`src/source/dcachePkg.sv`:
```
package dcachePkg;

  // address and data widths
  localparam int AddrWidth = 32;
  localparam int XLen      = 64;
  localparam int MaskWidth = XLen / 8;

  // line geometry
  localparam int LineWidth    = 256;
  localparam int BeatsPerLine = LineWidth / XLen;

  // address fields, tag | index | offset
  localparam int OffsetWidth = 5;
  localparam int IndexWidth  = 6;
  localparam int TagWidth    = AddrWidth - IndexWidth - OffsetWidth;

  localparam int NumSets = 1 << IndexWidth;
  localparam int NumWays = 2;

  // controller states
  typedef enum logic [2:0] {
    Idle,
    Compare,
    WriteBack,
    Refill,
    Replace
  } cacheState_e;

endpackage
```
`src/source/cacheController.sv`:
```
`timescale 1ns/1ps

module cacheController import dcachePkg::*; (
  input  logic clk,
  input  logic rst_n,
  input  logic reqValid_i,
  input  logic isWrite_i,
  input  logic hit_i,
  input  logic victimDirty_i,
  input  logic wbDone_i,
  input  logic refillDone_i,
  output logic ready_o,
  output logic accept_o,
  output logic done_o,
  output logic storeHit_o,
  output logic startWriteBack_o,
  output logic startRefill_o,
  output logic lineWrite_o,
  output logic tagUpdate_o
);

  cacheState_e state;
  cacheState_e nextState;
  logic        inCompare;
  logic        miss;

  always_ff @(posedge clk or negedge rst_n) begin
    if (!rst_n) begin
      state <= Idle;
    end else begin
      state <= nextState;
    end
  end

  always_comb begin
    nextState = state;
    unique case (state)
      Idle: begin
        if (reqValid_i) begin
          nextState = Compare;
        end
      end
      Compare: begin
        if (hit_i) begin
          nextState = Idle;
        end else if (victimDirty_i) begin
          nextState = WriteBack;
        end else begin
          nextState = Refill;
        end
      end
      // wait for memory to take the dirty line
      WriteBack: begin
        if (wbDone_i) begin
          nextState = Refill;
        end
      end
      Refill: begin
        if (refillDone_i) begin
          nextState = Replace;
        end
      end
      // line and tag written here, then look up again
      Replace: begin
        nextState = Compare;
      end
      default: begin
        nextState = Idle;
      end
    endcase
  end

  assign inCompare = (state == Compare);
  assign miss      = inCompare & ~hit_i;

  assign ready_o  = (state == Idle);
  assign accept_o = ready_o & reqValid_i;

  // every request ends with a hit in compare
  assign done_o     = inCompare & hit_i;
  assign storeHit_o = done_o & isWrite_i;

  assign startWriteBack_o = miss & victimDirty_i;
  assign startRefill_o    = (miss & ~victimDirty_i) | ((state == WriteBack) & wbDone_i);

  assign lineWrite_o = (state == Replace);
  assign tagUpdate_o = (state == Replace);

endmodule

```
`config.mk`:
```
export PLATFORM = sky130hd
export DESIGN_NAME = cacheController
export DESIGN_NICKNAME = d
export VERILOG_FILES = /design/src/source/dcachePkg.sv /design/src/source/cacheController.sv
export SDC_FILE = /design/constraint.sdc
export NUM_CORES = 1
export LEC_CHECK = 0
export BUFFER_PORTS_ARGS = -buffer_cell sky130_fd_sc_hd__buf_4
export CELL_PAD_IN_SITES_DETAIL_PLACEMENT = 1
export CELL_PAD_IN_SITES_GLOBAL_PLACEMENT = 1
export CORE_AREA = 2 2 39 41
export DETAILED_ROUTE_END_ITERATION = 10
export DIE_AREA = 0 0 41 43
export PLACE_DENSITY_LB_ADDON = 0.25
export SYNTH_ARGS = -nofsm -noshare
export SYNTH_HDL_FRONTEND = slang
export SYNTH_SLANG_ARGS = --single-unit
```
`constraint.sdc`:
```
create_clock -name clk -period 1.3 [get_ports clk]
set_input_delay 0.195 -clock clk [delete_from_list [all_inputs] [get_ports clk]]
set_output_delay 0.195 -clock clk [all_outputs]
set_load 0.01 [all_outputs]
```
* Yosys cells after proc, flatten, opt, wreduce, memory -nomap -nowiden
Index checks and enable logic that the tools add are counted.
** Word-level totals
- Bits in registers :: 3
- Word-level logic and storage cells :: 26
** Operators by class
- Eq/ne operators :: 7
- Multiplexer cells :: 6
- Bitwise gates (word level) :: 10
- Reduce and logical (&&, ||, !) cells :: 2
** Operators with widths (number)
- one-hot mux 3 bit (5 select lines) :: 1
- 2-to-1 mux 3 bit :: 3
- AND 1 bit :: 7
- equality test 3 x 2 -> 1 bit, second input constant :: 2
- != test 2 bit, second input constant :: 3
- equality test 3 x 1 -> 1 bit, second input constant :: 1
- equality test 3 bit, second input constant :: 1
- logical NOT 3 bit :: 1
- AND reduction 3 bit :: 1
- 2-to-1 mux 2 bit :: 1
- inverter 1 bit :: 2
- 2-to-1 mux 1 bit :: 1
- bitwise OR 1 bit :: 1

* Logic depth before layout (Yosys ltp)
Gate-level depths: netlist (run 1).
- Word-level depth :: 4
- Depth in mapped cells :: 4
- Gate-level depth less buffers :: 3

* Worst setup path after synthesis (run 1)
Ideal clock, no wire load.
- Kind :: flip-flop to output port
- Start point :: reg state[1]
- End point :: out tagUpdate_o
- Arrival time :: 1066 ps
- Path slack :: 39 ps
- Stages on the path, launching flop included :: 4
- Cells stage by stage :: dfrtp_1 buf_6 nor3b_1 buf_4
** Between the ends
- Longest elaborated chain between the ends :: 1
** RTL lines
- from (decl) :: RTL line cacheController.sv:22 : cacheState_e state;
- from (signal assigned) :: RTL line cacheController.sv:29 : state <= Idle;
- from (signal assigned) :: RTL line cacheController.sv:31 : state <= nextState;
- equality test 3 bit
- to (decl) :: RTL line cacheController.sv:19 : output logic tagUpdate_o
Every way passes these cells.

* Final worst setup path (run 1)
- Start point :: reg state[2]
- End point :: out storeHit_o
** Between the ends
- Longest elaborated chain between the ends :: 3
** RTL lines
- equality test 3 x 1 -> 1 bit :: RTL line cacheController.sv:73 : assign inCompare = (state == Compare);
- AND 1 bit :: RTL line cacheController.sv:80 : assign done_o = inCompare & hit_i;
- AND 1 bit :: RTL line cacheController.sv:81 : assign storeHit_o = done_o & isWrite_i;
- to (decl) :: RTL line cacheController.sv:15 : output logic storeHit_o,
Every way passes these cells.

==> results of run 1 <==
## layout by cell type, fill, tap and decap left out
cell type      Yosys  layout
buf_4              1      19
and2_4             0       1
nor3_2             0       1
clkbuf_1           0       1
a21oi_1            1       1
nor2_4             0       1
o22ai_1            1       1
clkbuf_4           0       3
o21bai_1           1       1
nand2_1            3       3
a311oi_1           1       1
o31ai_1            2       2
and3_4             0       1
dlygate4sd3_1      0       1
dfrtp_2            0       3
nand3b_1           1       1
nor2_1             3       2
buf_6              3       3
and2_1             2       1
nor3b_1            2       1
nor2b_4            1       1
and3_1             2       1
nor3b_2            0       1
## cell families (layout without fill, tap and decap cells)
group,count (synthesis),count (layout)
buffers and inverters,4,27
AO/OA/AOI/OAI,6,6
flip-flops,3,3
AND/OR/NAND/NOR,15,15
## final cells by class
class | instances | area share (%)
multi-input cells | 21 | 33.4
clock buffers | 4 | 5.61
flip-flops and latches | 3 | 16.8
well taps | 16 | 4.28
repair buffers | 23 | 39.8
## metal layers
layer | GRT usage, % | vias up
li1 | - | 142
met5 | 0 | -
met4 | 12.0 | 0
met3 | 4.19 | 2
met2 | 16.3 | 15
met1 | 12.3 | 142
## critical path, cell delays in order, from the launching register on
cell	delay, ns
dfrtp_2	0.44
nor2_4	0.12
and3_4	0.18
and2_4	0.13
buf_6	0.09
## stage by stage
stage | std cells | total power, mW | setup WS (ns) | hold slack, ns | TNS, ns
after floorplan | 28 | 0.503 | 0.0393 | -0.101 | 0
after global placement | 57 | 0.608 | 0.0753 | -0.0166 | 0
after detailed placement | 57 | 0.614 | 0.0625 | -0.0149 | 0
after CTS | 66 | 0.880 | -0.0992 | 0.164 | -0.480
after global routing | 67 | 1.03 | -0.163 | 0.182 | -0.775
final | 67 | 0.941 | -0.0958 | 0.165 | -0.342
## power breakdown
| part | switching, mW | leakage, nW | internal (mW) |
|---|---|---|---|
| sequential | 0.0966 | 0.0337 | 0.143 |
| clock | 0.0560 | 0.0150 | 0.116 |
| combinational | 0.203 | 0.173 | 0.328 |
## what timing repair did
action                                  CTS  global route
endpoints found under the hold margin     3             0
gates resized for setup                   7             5
endpoints found under the setup margin    8             8
buffers inserted                          4             1
pin swaps                                 4             2
hold buffers                              1             0
## worst paths after layout
check | startpoint | end | slack [ns] | cells past startpoint
max | state[2] | storeHit_o | -0.1 | 4
min | refillDone_i | state[1] | 0.17 | 2
min in group asynchronous | rst_n | state[2] | 0.28 | 2
min reg2reg | state[2] | state[1] | 0.63 | 2
max reg2reg | state[2] | state[0] | 0.12 | 4
max in group asynchronous | rst_n | state[0] | 0.91 | 2
==> flow_summary.toml, run 1 <==
[logic_synthesis]
yosys-top-cells-area = "dfrtp_1 30%, buf_6 14%, nor3b_1 6.1%"
synth_edf_count = 0
synthMuxAreaShare_pct = 0
yosysTopAreaCell = "dfrtp_1"
synth_simple_gate_area_share_pct = 35.9
ys_async_sr_fraction_pct = 100
synth_top_area_share_pct = 30.3
synth-seq-cells = 3
seq_area_frac_synth_pct = 30.3
synth_top_flop_cell = "dfrtp_1"
synth_cells = 28
synth_top_family_by_area = "simple AND/OR/NAND/NOR gates"
synthAdderAreaFrac_pct = 0
ys_warn_count = 0
synthXorXnorAreaFrac_pct = 0
synthTopCellsByCount = "3 x buf_6, 3 x dfrtp_1, 3 x nand2_1, 3 x nor2_1"
synth_area_um2 = 248
synth_area_per_cell_um2 = 8.85
synth_nets = 36
synth-compound-area-share_pct = 17.2
ys_types = 16

[flow_run]
maxCapViolCount = 0

[final_layout]
nets = 60
largest_register = "state"
fin_util_pct = 33.8
seqCellArea_um2 = 78.8
multi_input_area_um2 = 156
largest_register_ffs = 3
top_regs = "state (3)"
fillCellCount = 179
final_area_um2 = 468
drive_gt1_share_pct = 66.7
area_growth_pct = 88.9
diodes = 0

[grt]
grt_max_degree = 9
grt_pass1_wl_mm = 1.30
grt_pass1_vias = 311
antenna_found_initial = 0
grtUsageTotal_pct = 11.7
grt_overflow = 0

[clock_network]
clock_sinks = 3
cts_tree = "built"
clock_path_buffers = 2
clkTransAtPathRegs_ns = 0.04
numCtsBuffers = 3
root_buffer = "clkbuf_4"
htreeDepth = 1
clk_latency_ns = 0.24

[power]
p_per_area_nw_per_um2 = 2010
ir_worst_vdd_uv = 506
p_leak_nw = 0.222

[setup_path]
required_ns = 1.11
path_class = "reg2out"
arrival_ns = 1.20
path_max_fanout = 5
critPathLaunchType = "flip-flop"
worst_setup_path_end_kind = "primary output"

[outcome]
run_status = "finished with violations"
violations = "negative setup slack"

[drt]
top_layer = "met4"
postRouteAntennaNets = 0
wl_um = 787
vias_per_cell = 4.49
dr.pass1.iters = 4
wl_met3_um = 57
initialDrtViolationCount = 5
met1_length_um = 285
drcViolationCount = 0
vias = 301
avgRoutedWirePerCell_um = 11.7
routed-wl-met2_um = 422

[placed_design]
gp_congestion = 0.740
post_dp_cell_area_um2 = 354
dp_hpwl_um = 539
port_buffers = 15

[floorplan]
core_um2 = 1380
die_h_um = 43
start_util_pct = 17.9
rows = 14
ios = 16
die_area_um2 = 1760
die_w_um = 41

[timing]
setup_ws_ns = -0.0958
worstMarginPinSlew_ns = 0.223
grt_setup_unrepaired = "true"
max_freq_mhz = 716
min_period_ns = 1.40
slew_headroom_pct = 85.0
skew_ns = 0.00237
report.final.slew_viol_count = 0
report.final.setup_viol = 5
period_share_pct = 107
hold_viol = 0

[hold_path]
hold_path_class = "in2reg"
Power figures use the tool's default switching activity.
==> inputs of run 2 (changes only) <==
ABC_AREA = 1   (was not set)
==> run 2 against run 1 <==
The flow still finishes with violations (negative setup slack). Routed wire length increased by 0.89%. Global-route usage decreased by 1.4 points. Synthesized cell count increased by 54%. First-iteration DRC count unchanged. Cell count increased by 22%. Cell area increased by 6.7%. Critical path type unchanged.
==> flow_summary.toml, run 2 <==
[outcome]
run_status = "finished with violations"
violations = "negative setup slack"

[floorplan]
die_w_um = 41
die_h_um = 43
core_um2 = 1380
die_area_um2 = 1760
start_util_pct = 18.4
ios = 16
rows = 14

[timing]
slew_headroom_pct = 88.6
setup_ws_ns = -0.0801
worstMarginPinSlew_ns = 0.171
skew_ns = 0.00283
min_period_ns = 1.38
hold_viol = 0
period_share_pct = 106
report.final.setup_viol = 5
grt_setup_unrepaired = "true"
max_freq_mhz = 725
report.final.slew_viol_count = 0

[clock_network]
clock_sinks = 3
clk_latency_ns = 0.23
root_buffer = "clkbuf_4"
numCtsBuffers = 3
cts_tree = "built"
clock_path_buffers = 2
clkTransAtPathRegs_ns = 0.04
htreeDepth = 1

[power]
combPwrFrac_pct = 65.2
clkPwrFrac_pct = 16.4
swShare_pct = 45.9
power_switching_mw = 0.473
p_per_area_nw_per_um2 = 2060
p_leak_nw = 0.277
p_seq_share_pct = 18.4
totalPowerFinal_mw = 1.03
ir_worst_vdd_uv = 543
internal_power_mw = 0.558

[setup_path]
path_class = "reg2out"
max_stage_delay_ns = 0.44
path_delay_family = "flip-flops"
required_ns = 1.11
worst_setup_path_end_kind = "primary output"
path_max_fanout = 3
crit_chain = "nor2_4 -> nand2_2 -> nor3b_2 -> buf_4"
crit_path_top_delay_cell = "dfrtp_2"
critPathLaunchType = "flip-flop"
arrival_ns = 1.19
path_buf_inv = 1

[logic_synthesis]
ys_async_sr_fraction_pct = 100
yosys-top-cells-area = "dfrtp_1 29%, nand2_1 15%, inv_1 13%"
ys_warn_count = 0
seq_area_frac_synth_pct = 29.4
synth_most_common_cell = "nand2_1"
yosysTopAreaCell = "dfrtp_1"
synth_top_flop_cell = "dfrtp_1"
synthTopCellsByCount = "10 x nand2_1, 9 x inv_1, 7 x nor2_1, 4 x nand3_1"
synth_edf_count = 0
synth_area_um2 = 255
synth_cells = 43
synth-seq-cells = 3
synth_area_per_cell_um2 = 5.94
synth_top_area_share_pct = 29.4
synth_nets = 51
ys_types = 13

[drt]
postRouteAntennaNets = 0
vias = 337
avgRoutedWirePerCell_um = 9.68
drcViolationCount = 0
vias_per_cell = 4.11
dr.pass1.iters = 4
initialDrtViolationCount = 5
wl_um = 794

[final_layout]
area_growth_pct = 95.6
layout.cells.most_common = "buf_4"
largest_register = "state"
top_regs = "state (3)"
final_cells = 82
drive_gt1_share_pct = 60.6
largest_register_ffs = 3
diodes = 0
nets = 75
final_cell_mix = "19 x buf_4, 9 x nand2_1, 7 x inv_1"

[grt]
antenna_found_initial = 0
grtUsageTotal_pct = 10.3
grt_pass1_wl_mm = 1.12
grt_pass1_vias = 304
grt_max_degree = 5
grt_overflow = 0

[placed_design]
gp_congestion = 0.734
port_buffers = 15
dp_cells = 74
dp_hpwl_um = 586

[hold_path]
hold_path_class = "in2reg"

[flow_run]
maxCapViolCount = 0
run 2: layer usage:
metal  up-vias  track usage, %  routed length, µm
met5         -               0                  0
met4         0            10.0                  0
met3         0            3.14                 27
met2         9            15.0                451
met1       154            10.6                315
li1        174               -                  -
run 2: power groups by stage:
| stage | registers, mW | clock network (mW) | logic [mW] |
|---|---|---|---|
| 2_1_floorplan | 0.171 | 0 | 0.317 |
| 3_3_place_gp | 0.174 | 0 | 0.506 |
| 3_5_place_dp | 0.176 | 0 | 0.508 |
| 4_1_cts | 0.183 | 0.170 | 0.616 |
| 5_1_grt | 0.196 | 0.177 | 0.759 |
| 6_report | 0.190 | 0.169 | 0.671 |
run 2: final timing paths:
path                       depth (start not counted)  slack, ns          from    endpoint
max in group asynchronous                          2       0.91         rst_n    state[2]
max reg2reg                                        8       0.13      state[2]    state[2]
min                                                4       0.25  refillDone_i    state[0]
min in group asynchronous                          2       0.29         rst_n    state[2]
max                                                4      -0.08      state[2]  storeHit_o
min reg2reg                                        4       0.69      state[0]    state[2]
run 2: stage by stage:
step | hold WS, ns | setup TNS [ns] | setup slack (ns) | cell area (µm²) | util, %
floorplan | -0.101 | 0 | 0.129 | 255 | -
global route | 0.269 | -0.696 | -0.118 | 499 | 36.1
CTS | 0.244 | -0.192 | -0.0560 | 468 | 33.8
global placement | -0.0149 | 0 | 0.113 | 388 | 28.0
finish | 0.247 | -0.195 | -0.0801 | 499 | 36.1
detailed placement | -0.0145 | 0 | 0.101 | 388 | 28.0
run 2: cells by family after synthesis:
family,Yosys count,synth area share [%]
AOI/OAI and AO/OA,2,3.92
buffers and inverters,11,17.6
DFF,3,29.4
and+or+nand+nor,27,49.0
run 2: timing repair:
item,in CTS,in global routing
endpoints found under the setup margin,7,11
pin swaps,3,3
resized for setup,8,9
buffers inserted,3,0
hold buffers,1,0
hold endpoints to repair,3,0
run 2: final cells by class:
cell class | instances | area (µm²)
clock buffer | 4 | 26.3
inverter | 10 | 37.5
tap | 16 | 20.0
fill | 165 | 885
multi-input combinational | 29 | 186
timing repair buffer | 20 | 153
sequential | 3 | 76.3
run 2: tightest hold or removal path: cells and delay by family:
family        cells  cell delay (ns)
buf+inv           2             0.11
simple gates      2             0.13
