### config.mk
export PLATFORM = sky130hd
export DESIGN_NAME = requestStage
export DESIGN_NICKNAME = d
export VERILOG_FILES = /design/src/source/dcachePkg.sv /design/src/source/requestStage.sv
export SDC_FILE = /design/constraint.sdc
export NUM_CORES = 1
export LEC_CHECK = 0
export BUFFER_PORTS_ARGS = -buffer_cell sky130_fd_sc_hd__buf_2
export CORE_AREA = 2 2 252 254
export CTS_CLUSTER_DIAMETER = 60
export DETAILED_ROUTE_END_ITERATION = 6
export DIE_AREA = 0 0 254 256
export PLACE_DENSITY_LB_ADDON = 0.2
export RECOVER_POWER = 50
export SYNTH_ARGS = -nofsm -noshare
export SYNTH_HDL_FRONTEND = slang
export SYNTH_SLANG_ARGS = --single-unit
### constraint.sdc
create_clock -name clk -period 3.2 [get_ports clk]
set_input_delay 0.16 -clock clk [delete_from_list [all_inputs] [get_ports clk]]
set_output_delay 0.16 -clock clk [all_outputs]
set_load 0.02 [all_outputs]
### src/source/dcachePkg.sv
package dcachePkg;

  // address and data widths
  localparam int AddrWidth = 32;
  localparam int XLen      = 64;
  localparam int MaskWidth = XLen / 8;

  // line geometry
  localparam int LineWidth    = 256;
  localparam int BeatsPerLine = LineWidth / XLen;

  // address fields, tag | index | offset
  localparam int OffsetWidth = 5;
  localparam int IndexWidth  = 6;
  localparam int TagWidth    = AddrWidth - IndexWidth - OffsetWidth;

  localparam int NumSets = 1 << IndexWidth;
  localparam int NumWays = 2;

  // controller states
  typedef enum logic [2:0] {
    Idle,
    Compare,
    WriteBack,
    Refill,
    Replace
  } cacheState_e;

endpackage
### src/source/requestStage.sv
`timescale 1ns/1ps

module requestStage import dcachePkg::*; (
  input  logic                            clk,
  input  logic                            rst_n,
  input  logic                            reqValid_i,
  input  logic                            reqWrite_i,
  input  logic [AddrWidth-1:0]            reqAddr_i,
  input  logic [XLen-1:0]                 reqWrData_i,
  input  logic [MaskWidth-1:0]            reqWrMask_i,
  input  logic                            accept_i,
  output logic [TagWidth-1:0]             tag_o,
  output logic [IndexWidth-1:0]           index_o,
  output logic [$clog2(BeatsPerLine)-1:0] wordSel_o,
  output logic                            isWrite_o,
  output logic [LineWidth-1:0]            lineData_o,
  output logic [LineWidth-1:0]            lineMask_o
);

  logic [AddrWidth-1:0] addrQ;
  logic [XLen-1:0]      dataQ;
  logic [MaskWidth-1:0] maskQ;
  logic [XLen-1:0]      bitMask;
  logic                 capture;

  assign capture = reqValid_i & accept_i;

  always_ff @(posedge clk or negedge rst_n) begin
    if (!rst_n) begin
      addrQ     <= '0;
      isWrite_o <= 1'b0;
    end else if (capture) begin
      addrQ     <= reqAddr_i;
      isWrite_o <= reqWrite_i;
    end
  end

  // store payload only
  always_ff @(posedge clk) begin
    if (capture) begin
      dataQ <= reqWrData_i;
      maskQ <= reqWrMask_i;
    end
  end

  // address split into tag, set index and word within the line
  assign tag_o     = addrQ[AddrWidth-1 -: TagWidth];
  assign index_o   = addrQ[OffsetWidth +: IndexWidth];
  assign wordSel_o = addrQ[OffsetWidth-1 -: $clog2(BeatsPerLine)];

  // byte enables widened to one bit per data bit
  always_comb begin
    for (int b = 0; b < MaskWidth; b++) begin
      bitMask[b*8 +: 8] = {8{maskQ[b]}};
    end
  end

  // move word and mask into the selected lane of the line
  assign lineData_o = LineWidth'(dataQ) << (wordSel_o * XLen);
  assign lineMask_o = LineWidth'(bitMask) << (wordSel_o * XLen);

endmodule

## Word level (Yosys, flattened, before mapping)

Index checks and enable logic that the tools add are counted.

| storage, ports and cells | value |
|---|---|
| word-level logic and storage cells | 7 |
| bits of input ports | 109 |
| register bits after elaboration | 105 |

| operators by class | value |
|---|---|
| shift operators | 2 |
| bitwise logic cells | 1 |

Operators by type and width:

| operator | count |
|---|---|
| left shift 64 x 8 -> 256 bit | 2 |
| bitwise AND 1 bit | 1 |

## Longest topological paths before layout

Gate-level depths: netlist (run 1).

| logic depth | value |
|---|---|
| word-level depth | 1 |
| mapped depth | 5 |
| mapped depth without buffers | 2 |

## Worst setup path after synthesis (run 1)

OpenSTA, ideal clock, no wires.

| timing | value |
|---|---|
| kind | input to register |
| from | input port reqValid_i |
| to | register dataQ[0] (enable) |
| arrival | 1.836 ns |
| buffers on the path | 1 |
| slack | 0.938 ns |
| setup time | 0.426 ns |
| stages on the path | 3 |
| path through | nand2_1 > buf_2 > inv_1 |

| on the way | value |
|---|---|
| longest elaborated chain between the ends | 1 |

Ends and longest elaborated chain:

| element | line | text |
|---|---|---|
| start: declaration | requestStage.sv:6 | `input logic reqValid_i,` |
| bitwise AND 1 bit | requestStage.sv:26 | `assign capture = reqValid_i & accept_i;` |
| net capture | requestStage.sv:24 | `logic capture;` |
| end signal: assignment | requestStage.sv:41 | `dataQ <= reqWrData_i;` |
| end: declaration | requestStage.sv:21 | `logic [XLen-1:0] dataQ;` |

The timed path passes the listed nets, and every way through them passes these cells.
A chain may end at the register's enable or synchronous reset.

## Worst setup path in the final report (run 1)

| timing | value |
|---|---|
| from | register addrQ[4] |
| to | output port lineMask_o[89] |

| on the way | value |
|---|---|
| longest elaborated chain between the ends | 1 |

Ends and longest elaborated chain:

| element | line | text |
|---|---|---|
| start: declaration | requestStage.sv:20 | `logic [AddrWidth-1:0] addrQ;` |
| start signal: assignment | requestStage.sv:33 | `addrQ <= reqAddr_i;` |
| left shift 64 x 8 -> 256 bit | requestStage.sv:60 | `assign lineMask_o = LineWidth'(bitMask) << (wordSel_o * XLen);` |
| end: declaration | requestStage.sv:17 | `output logic [LineWidth-1:0] lineMask_o` |

No other way between the ends.

==> results of run 1 <==
==> how the worst min path moves through the flow <==
| stage | start | end | slack, ns | cells past startpoint |
|---|---|---|---|---|
| 6_report | reqWrData_i[8] | dataQ[8] | 0.47 | 2 |
| 5_1_grt | reqWrData_i[54] | dataQ[54] | 0.43 | 2 |
| 4_1_cts | rst_n | addrQ[26] | 0.34 | 2 |
| 3_5_place_dp | rst_n | addrQ[15] | 0.27 | 1 |
| 3_3_place_gp | rst_n | addrQ[20] | 0.27 | 1 |
| 2_1_floorplan | rst_n | addrQ[10] | -0.14 | 0 |
==> flip-flops by register name (all words and copies together), names as in the netlist <==
signal and flops:
addrQ 29, maskQ 8, dataQ 64, isWrite_o 1
==> layer usage <==
| layer | up-vias | track usage |
|---|---|---|
| met5 | - | 0 |
| met4 | 6 | 0.0271 |
| met3 | 26 | 0.0251 |
| met2 | 333 | 0.152 |
| met1 | 2952 | 0.103 |
| li1 | 3023 | - |
==> cell usage after synthesis <==
master,number
and3_1,72
dfrtp_1,30
inv_1,1
and2_1,216
mux2_2,30
buf_4,224
nor2_2,1
buf_2,21
nor2b_1,2
clkbuf_1,21
edfxtp_1,72
nand2_1,1
==> cell type report <==
type / count / area [um2] / area share
clock inverter: 7 / 98.8 / 0.00926
sequential: 102 / 2910 / 0.273
inverter: 1 / 5.00 / 0.000469
tap: 846 / 1060 / 0.0992
multi-input combinational: 322 / 2180 / 0.204
timing repair buffer: 764 / 4180 / 0.392
clock buffer: 9 / 225 / 0.0211
antenna: 3 / 7.51 / 0.000703
==> stage by stage <==
stage	total power, mW	utilization
floorplan	3.35	-
global placement	3.96	0.153
detailed placement	3.94	0.153
CTS	5.41	0.174
global route	5.54	0.171
finish	5.21	0.171
==> worst max-delay path: cells and delay by family (launching register included) <==
family	cells	cell delay, ns
buffers and inverters	2	0.85
AND/OR/NAND/NOR	2	0.54
flip-flops	1	0.48
==> report_power, final <==
group | switching (mW) | leakage, nW | internal [mW] | total, mW
clock | 0.694 | 0.158 | 0.585 | 1.28
sequential | 0.102 | 1.03 | 1.55 | 1.65
combinational | 1.55 | 4.25 | 0.737 | 2.28
total | 2.34 | 5.44 | 2.87 | 5.21
==> timing repair <==
action                                 in CTS  in global routing
hold buffers                              103                  0
endpoints found under the hold margin     132                  0
setup buffers                               0                  0
==> logic make-up after synthesis <==
logic type | count (synthesis) | synth area share
buffers and inverters | 267 | 0.269
muxes | 30 | 0.0486
and+or+nand+nor | 292 | 0.263
DFF | 102 | 0.419
==> impl_metrics.yaml, run 1 <==
run_status:
  status: "finished, violations left"
  violations: "capacitance limit, slew limit"
clocking:
  clk_path_buf_depth: 2
  cts.repair.resized: 0
  cts_root_buf: "clkbuf_16"
  h-tree-depth: 3
  cts.clk_slew.worst_paths_ns: 0.09
  cts_sinks: 102
  cts_buffers: 9
  clk-insertion-delay-late_ns: 0.39
  cts_tree: "yes"
die:
  std_cell_rows: 92
  boundaryPins: 651
  dieArea_um2: 65000
  fp.dieH_um: 256
  die_x_um: 254
  core_um2: 62400
  initial_core_util: 0.111
sta:
  rsz0062_at_grt: "no"
  fmax_ghz: 0.403
  setup_tns_ns: 0
  setup_viol: 0
  fin_ws_ns: 0.717
  tightest_slew_ns: 1.82
  report.final.hold_viol_count: 0
  timing.hold.ws_ns: 0.466
  fin_crit_sh: 0.776
  slew_violations: 96
  layout_min_cycle_time_ns: 2.48
  relSlewSlack: -0.217
  finalClockSkew_ns: 0
finish:
  finalNetCount: 1309
  fin_area_um2: 10700
  layout_common_cells: "buf_2 (493), and2_1 (204), clkbuf_1 (156)"
  final_common_cell: "buf_2"
  stdcell_count: 2054
  fill_cells: 7149
  syn_to_final_growth_pct: 53.7
  layout-drive-gt1-share: 0.461
detailed_routing:
  vias_per_cell: 3.09
  top_layer_used: "met5"
  ant_nets: 0
  drc_errors: 0
  wl_met1_um: 12600
  drt_iter0_markers: 264
  routed_wl_um: 29700
  wl_met2_um: 14600
  vias: 6340
  met3_length_um: 2030
  drtPass1Iterations: 4
  wl_per_cell_um: 14.5
logic_synthesis:
  synth-seq-area-share: 0.419
  syn-num-nets: 800
  synth_area_leaders: "edfxtp_1 (31%), buf_4 (24%), and2_1 (19%)"
  yosys.area.top_type: "edfxtp_1"
  synth-seq-cells: 102
  yosysWarnings: 0
  ys_types: 12
  syn_area_um2: 6940
  netlist.area_leader.share: 0.311
  syn_inst: 691
  avgSynthCellArea_um2: 10.0
critical_path:
  max_stage_delay_ns: 0.62
  path_max_fanout: 38
  crit_chain: "nor2b_4, clkbuf_2, and2_1, buf_2"
  end_kind: "output pin"
  r2r_slack_ns: 1.63
  path_class: "flop to output pin"
  r2r-start: "addrQ[4]"
  cp.arrival_ns: 2.32
  crit_end: "lineMask_o[89]"
  crit_path_start_kind: "flop"
  r2r_cells: 2
  r2r-end: "addrQ[4]"
  cp.required_ns: 3.04
  startpoint: "addrQ[4]"
  slowest_stage: "clkbuf_2"
global_route:
  grt-ovfl-total: 0
  grt_pass1_wl_um: 41600
  grt_max_degree: 41
  antenna_found_initial: 5
  grt_pass1_vias: 6131
  track_usage: 0.0873
min_path:
  min_path_type: "input pin to flop"
placement:
  hpwl_um: 22800
  port_buffers: 647
  gp_congestion: 0.724
  place_area_um2: 9520
  dp.cells: 1932
  pre_cts_ws_ns: 1.16
job:
  max_cap_violations: 3
power_and_ir_drop:
  cellPowerDensity_nw_per_um2: 488
  p_leak_nw: 5.44
  vdd_drop_max_mv: 0.261
Power figures use the tool's default switching activity.
==> run 2: changes to the inputs <==
- clock period: 3.2 -> 2.2 ns (I/O delays scaled with it)
==> impl_metrics.yaml, run 2 (synthesized netlist as in run 1, its figures left out) <==
min_path:
  min_path_type: "input pin to flop"
  worstHoldEndpoint: "addrQ[16]"
  hp-start: "accept_i"
  whs_path_depth: 3
critical_path:
  r2r_cells: 2
  r2r-start: "addrQ[3]"
  path_class: "flop to output pin"
  cp.required_ns: 2.09
  path_max_fanout: 26
  cp.arrival_ns: 1.98
  crit_path_start_kind: "flop"
  end_kind: "output pin"
  r2r_slack_ns: 0.96
  r2r-end: "addrQ[3]"
finish:
  syn_to_final_growth_pct: 54.4
  stdcell_count: 2062
  final_common_cell: "buf_2"
  largest_register: "dataQ"
  final_util: 0.172
  regArea_um2: 2920
  fill_cells: 7136
  largest_reg_flops: 64
  reg.largest.list: "dataQ x64, addrQ x29, maskQ x8"
  finalNetCount: 1312
  layout-drive-gt1-share: 0.464
  layout_common_cells: "buf_2 (489), and2_1 (211), clkbuf_1 (159)"
  multi_input_area_um2: 2190
run_status:
  status: "finished clean"
power_and_ir_drop:
  p_switching_mw: 3.46
  combPwrFrac: 0.437
  seqPwrFrac: 0.314
  switching_share: 0.452
  p_leak_nw: 5.46
  pwr-share-clk: 0.249
  internal_power_mw: 4.20
  vdd_drop_max_mv: 0.377
  cellPowerDensity_nw_per_um2: 714
  p_total_mw: 7.66
die:
  dieArea_um2: 65000
  initial_core_util: 0.111
  core_um2: 62400
  std_cell_rows: 92
  die_x_um: 254
  boundaryPins: 651
  fp.dieH_um: 256
clocking:
  cts_root_buf: "clkbuf_16"
  cts_sinks: 102
  clk_path_buf_depth: 2
  cts_buffers: 9
  clk-insertion-delay-late_ns: 0.39
  post_cts_buffers: 0
  h-tree-depth: 3
  cts_tree: "yes"
  cts.clk_slew.worst_paths_ns: 0.10
detailed_routing:
  vias: 6403
  drt_iter0_markers: 220
  routed_wl_um: 29900
  drc_errors: 0
  wl_per_cell_um: 14.5
  drtPass1Iterations: 4
  vias_per_cell: 3.11
  ant_nets: 0
sta:
  relSlewSlack: 0.155
  timing.hold.ws_ns: 0.332
  report.final.hold_viol_count: 0
  tightest_slew_ns: 1.27
  slew_violations: 0
  fmax_ghz: 0.477
  rsz0062_at_grt: "no"
  finalClockSkew_ns: 0
  setup_viol: 0
  setup_tns_ns: 0
  layout_min_cycle_time_ns: 2.09
  fin_crit_sh: 0.952
global_route:
  antenna_found_initial: 2
  track_usage: 0.0879
  grt_pass1_vias: 6282
  grt_max_degree: 43
  grt_pass1_wl_um: 42000
  grt-ovfl-total: 0
placement:
  hpwl_um: 22700
  port_buffers: 647
  dp.cells: 1935
  gp_congestion: 0.736
job:
  max_cap_violations: 0
[run 2: cell count changes in the layout (fill, tap and decap cells not counted), sizes merged]
cell and delta:
diode +5, buf -1, clkbuf +4
[run 2: worst max path at each step]
stage                from              end  cells after the start
2_1_floorplan  reqValid_i         dataQ[0]                      3
5_1_grt          addrQ[4]   lineMask_o[56]                      4
3_5_place_dp     addrQ[4]  lineMask_o[158]                      4
6_report         addrQ[4]  lineData_o[172]                      5
4_1_cts          addrQ[4]   lineMask_o[31]                      4
3_3_place_gp     addrQ[4]  lineMask_o[158]                      4
[run 2: critical path, cell delays in order, from the launching register on]
cell and delay, ns:
dfrtp_2 0.46, nor2b_4 0.19, buf_4 0.34, buf_4 0.23, and2_1 0.17, buf_2 0.17
[run 2: final cells by class]
cell class / instances / area share
Inverter: 1 / 0.000467
Multi-Input combinational cell: 322 / 0.204
Clock buffer: 9 / 0.0210
Clock inverter: 7 / 0.00922
Antenna cell: 8 / 0.00187
Sequential cell: 102 / 0.272
Tap cell: 846 / 0.0987
Timing Repair Buffer: 767 / 0.393
[run 2: power by group through the flow]
| stage | logic, mW | registers (mW) | clock network [mW] |
|---|---|---|---|
| 6_report | 3.35 | 2.41 | 1.91 |
| 5_1_grt | 3.58 | 2.44 | 2.13 |
| 4_1_cts | 3.47 | 2.41 | 2.09 |
| 3_5_place_dp | 3.31 | 2.45 | 0 |
| 3_3_place_gp | 3.35 | 2.44 | 0 |
| 2_1_floorplan | 2.39 | 2.48 | 0 |
[run 2: metal layers]
layer	track usage	wire, um
met1	0.101	12500
met2	0.159	14800
met3	0.0191	2010
met4	0.0307	533
met5	0	0
[run 2: repair_timing]
item,in CTS,in global routing
hold endpoints to repair,132,0
gates resized for setup,2,3
endpoints found under the setup margin,9,24
gates cloned,0,0
hold buffers,103,0
[run 2: per-stage QoR]
stage | cell area [um2] | setup WS, ns
floorplan | 6950 | 0.298
global placement | 9580 | 0.439
detailed placement | 9580 | 0.453
CTS | 10900 | 0.0247
global route | 10700 | 0.00442
finish | 10700 | 0.105
==> run 3: changes to the inputs <==
- GPL_ROUTABILITY_DRIVEN: unset -> 0
- SETUP_SLACK_MARGIN: unset -> 0.15
==> impl_metrics.yaml, run 3 (synthesized netlist as in run 1, its figures left out) <==
run_status:
  status: "finished clean"
placement:
  port_buffers: 647
  pre_cts_ws_ns: 0.453
  hpwl_um: 22700
clocking:
  cts_buffers: 9
  cts_root_buf: "clkbuf_16"
  post_cts_buffers: 0
  clk-insertion-delay-late_ns: 0.39
  clk_path_buf_depth: 2
  h-tree-depth: 3
  cts_tree: "yes"
  cts_sinks: 102
  cts.clk_slew.worst_paths_ns: 0.10
critical_path:
  cp.required_ns: 2.09
  path_max_fanout: 25
  end_kind: "output pin"
  cp.arrival_ns: 1.86
  r2r_slack_ns: 1.01
  path_class: "flop to output pin"
  crit_path_start_kind: "flop"
  r2r_cells: 2
global_route:
  antenna_found_initial: 2
  grt_pass1_vias: 6282
  grt_max_degree: 43
  grt-ovfl-total: 0
  grt_pass1_wl_um: 41900
  track_usage: 0.0879
sta:
  layout_min_cycle_time_ns: 1.97
  setup_viol: 0
  fin_ws_ns: 0.227
  finalClockSkew_ns: 0
  rsz0062_at_grt: "yes"
  setup_tns_ns: 0
  fmax_ghz: 0.507
  report.final.hold_viol_count: 0
  slew_violations: 0
  relSlewSlack: 0.155
  fin_crit_sh: 0.897
  tightest_slew_ns: 1.27
power_and_ir_drop:
  p_total_mw: 7.70
  p_leak_nw: 5.48
  cellPowerDensity_nw_per_um2: 714
  vdd_drop_max_mv: 0.376
detailed_routing:
  ant_nets: 0
  vias: 6402
  wl_met1_um: 12500
  vias_per_cell: 3.11
  drt_iter0_markers: 212
  wl_met2_um: 14900
  drc_errors: 0
  met3_length_um: 1990
  drtPass1Iterations: 4
  wl_per_cell_um: 14.5
  top_layer_used: "met4"
  routed_wl_um: 29900
finish:
  fill_cells: 7126
  finalNetCount: 1312
  largest_register: "dataQ"
  final_common_cell: "buf_2"
  syn_to_final_growth_pct: 55.4
  reg.largest.list: "dataQ x64, addrQ x29, maskQ x8"
  layout_common_cells: "buf_2 (487), and2_1 (192), clkbuf_1 (161)"
  largest_reg_flops: 64
  layout-drive-gt1-share: 0.478
die:
  die_x_um: 254
  initial_core_util: 0.111
  dieArea_um2: 65000
  fp.dieH_um: 256
  boundaryPins: 651
  std_cell_rows: 92
  core_um2: 62400
min_path:
  whs_path_depth: 3
  min_path_type: "input pin to flop"
job:
  max_cap_violations: 0
[run 3: per-layer routing]
layer | up-vias | global-route usage
met5 | - | 0
met4 | 0 | 0.0307
met3 | 18 | 0.0191
met2 | 344 | 0.159
met1 | 3009 | 0.101
li1 | 3031 | -
[run 3: power breakdown]
group          internal (mW)  total (mW)  switching (mW)
Clock                  0.853        1.90            1.05
Combinational           1.13        3.39            2.26
Sequential              2.25        2.41           0.156
Total                   4.24        7.70            3.47
[run 3: worst max-delay path: stages (launching register included)]
cell and delay (ns):
dfrtp_2 0.48, nor2b_4 0.25, buf_12 0.19, buf_4 0.19, and2_1 0.17, buf_2 0.17
[run 3: layout make-up]
class,count,area [um2],area share
diodes,5,12.5,0.00116
well taps,846,1060,0.0981
clock buffers,9,225,0.0209
flip-flops and latches,102,2920,0.270
inverters,1,5.00,0.000464
clock inverters,7,98.8,0.00916
multi-input cells,322,2210,0.205
repair buffers,767,4260,0.395
[run 3: through the flow]
| step | area [um2] | utilization | cells | hold WS (ns) |
|---|---|---|---|---|
| after floorplan | 6950 | - | 691 | -0.186 |
| after global placement | 9580 | 0.154 | 1935 | 0.218 |
| after detailed placement | 9580 | 0.154 | 1935 | 0.230 |
| after CTS | 11000 | 0.176 | 2054 | 0.292 |
| after global routing | 10800 | 0.173 | 2055 | 0.377 |
| final | 10800 | 0.173 | 2059 | 0.333 |
[run 3: repair_timing]
item                                   in CTS  in global routing
resized for setup                           9                 31
setup endpoints to repair                 188                247
pin swaps                                   0                  0
hold buffers                              103                  0
endpoints found under the hold margin     132                  0
cloned                                      0                  0
[run 3: path summary, 6_finish.rpt]
check | from | endpoint
worst max-delay path | addrQ[4] | lineData_o[172]
min in group asynchronous | rst_n | addrQ[24]
worst min register to register | addrQ[19] | addrQ[19]
max in group asynchronous | rst_n | addrQ[3]
worst max register to register | addrQ[4] | addrQ[4]
worst min-delay path | accept_i | addrQ[16]
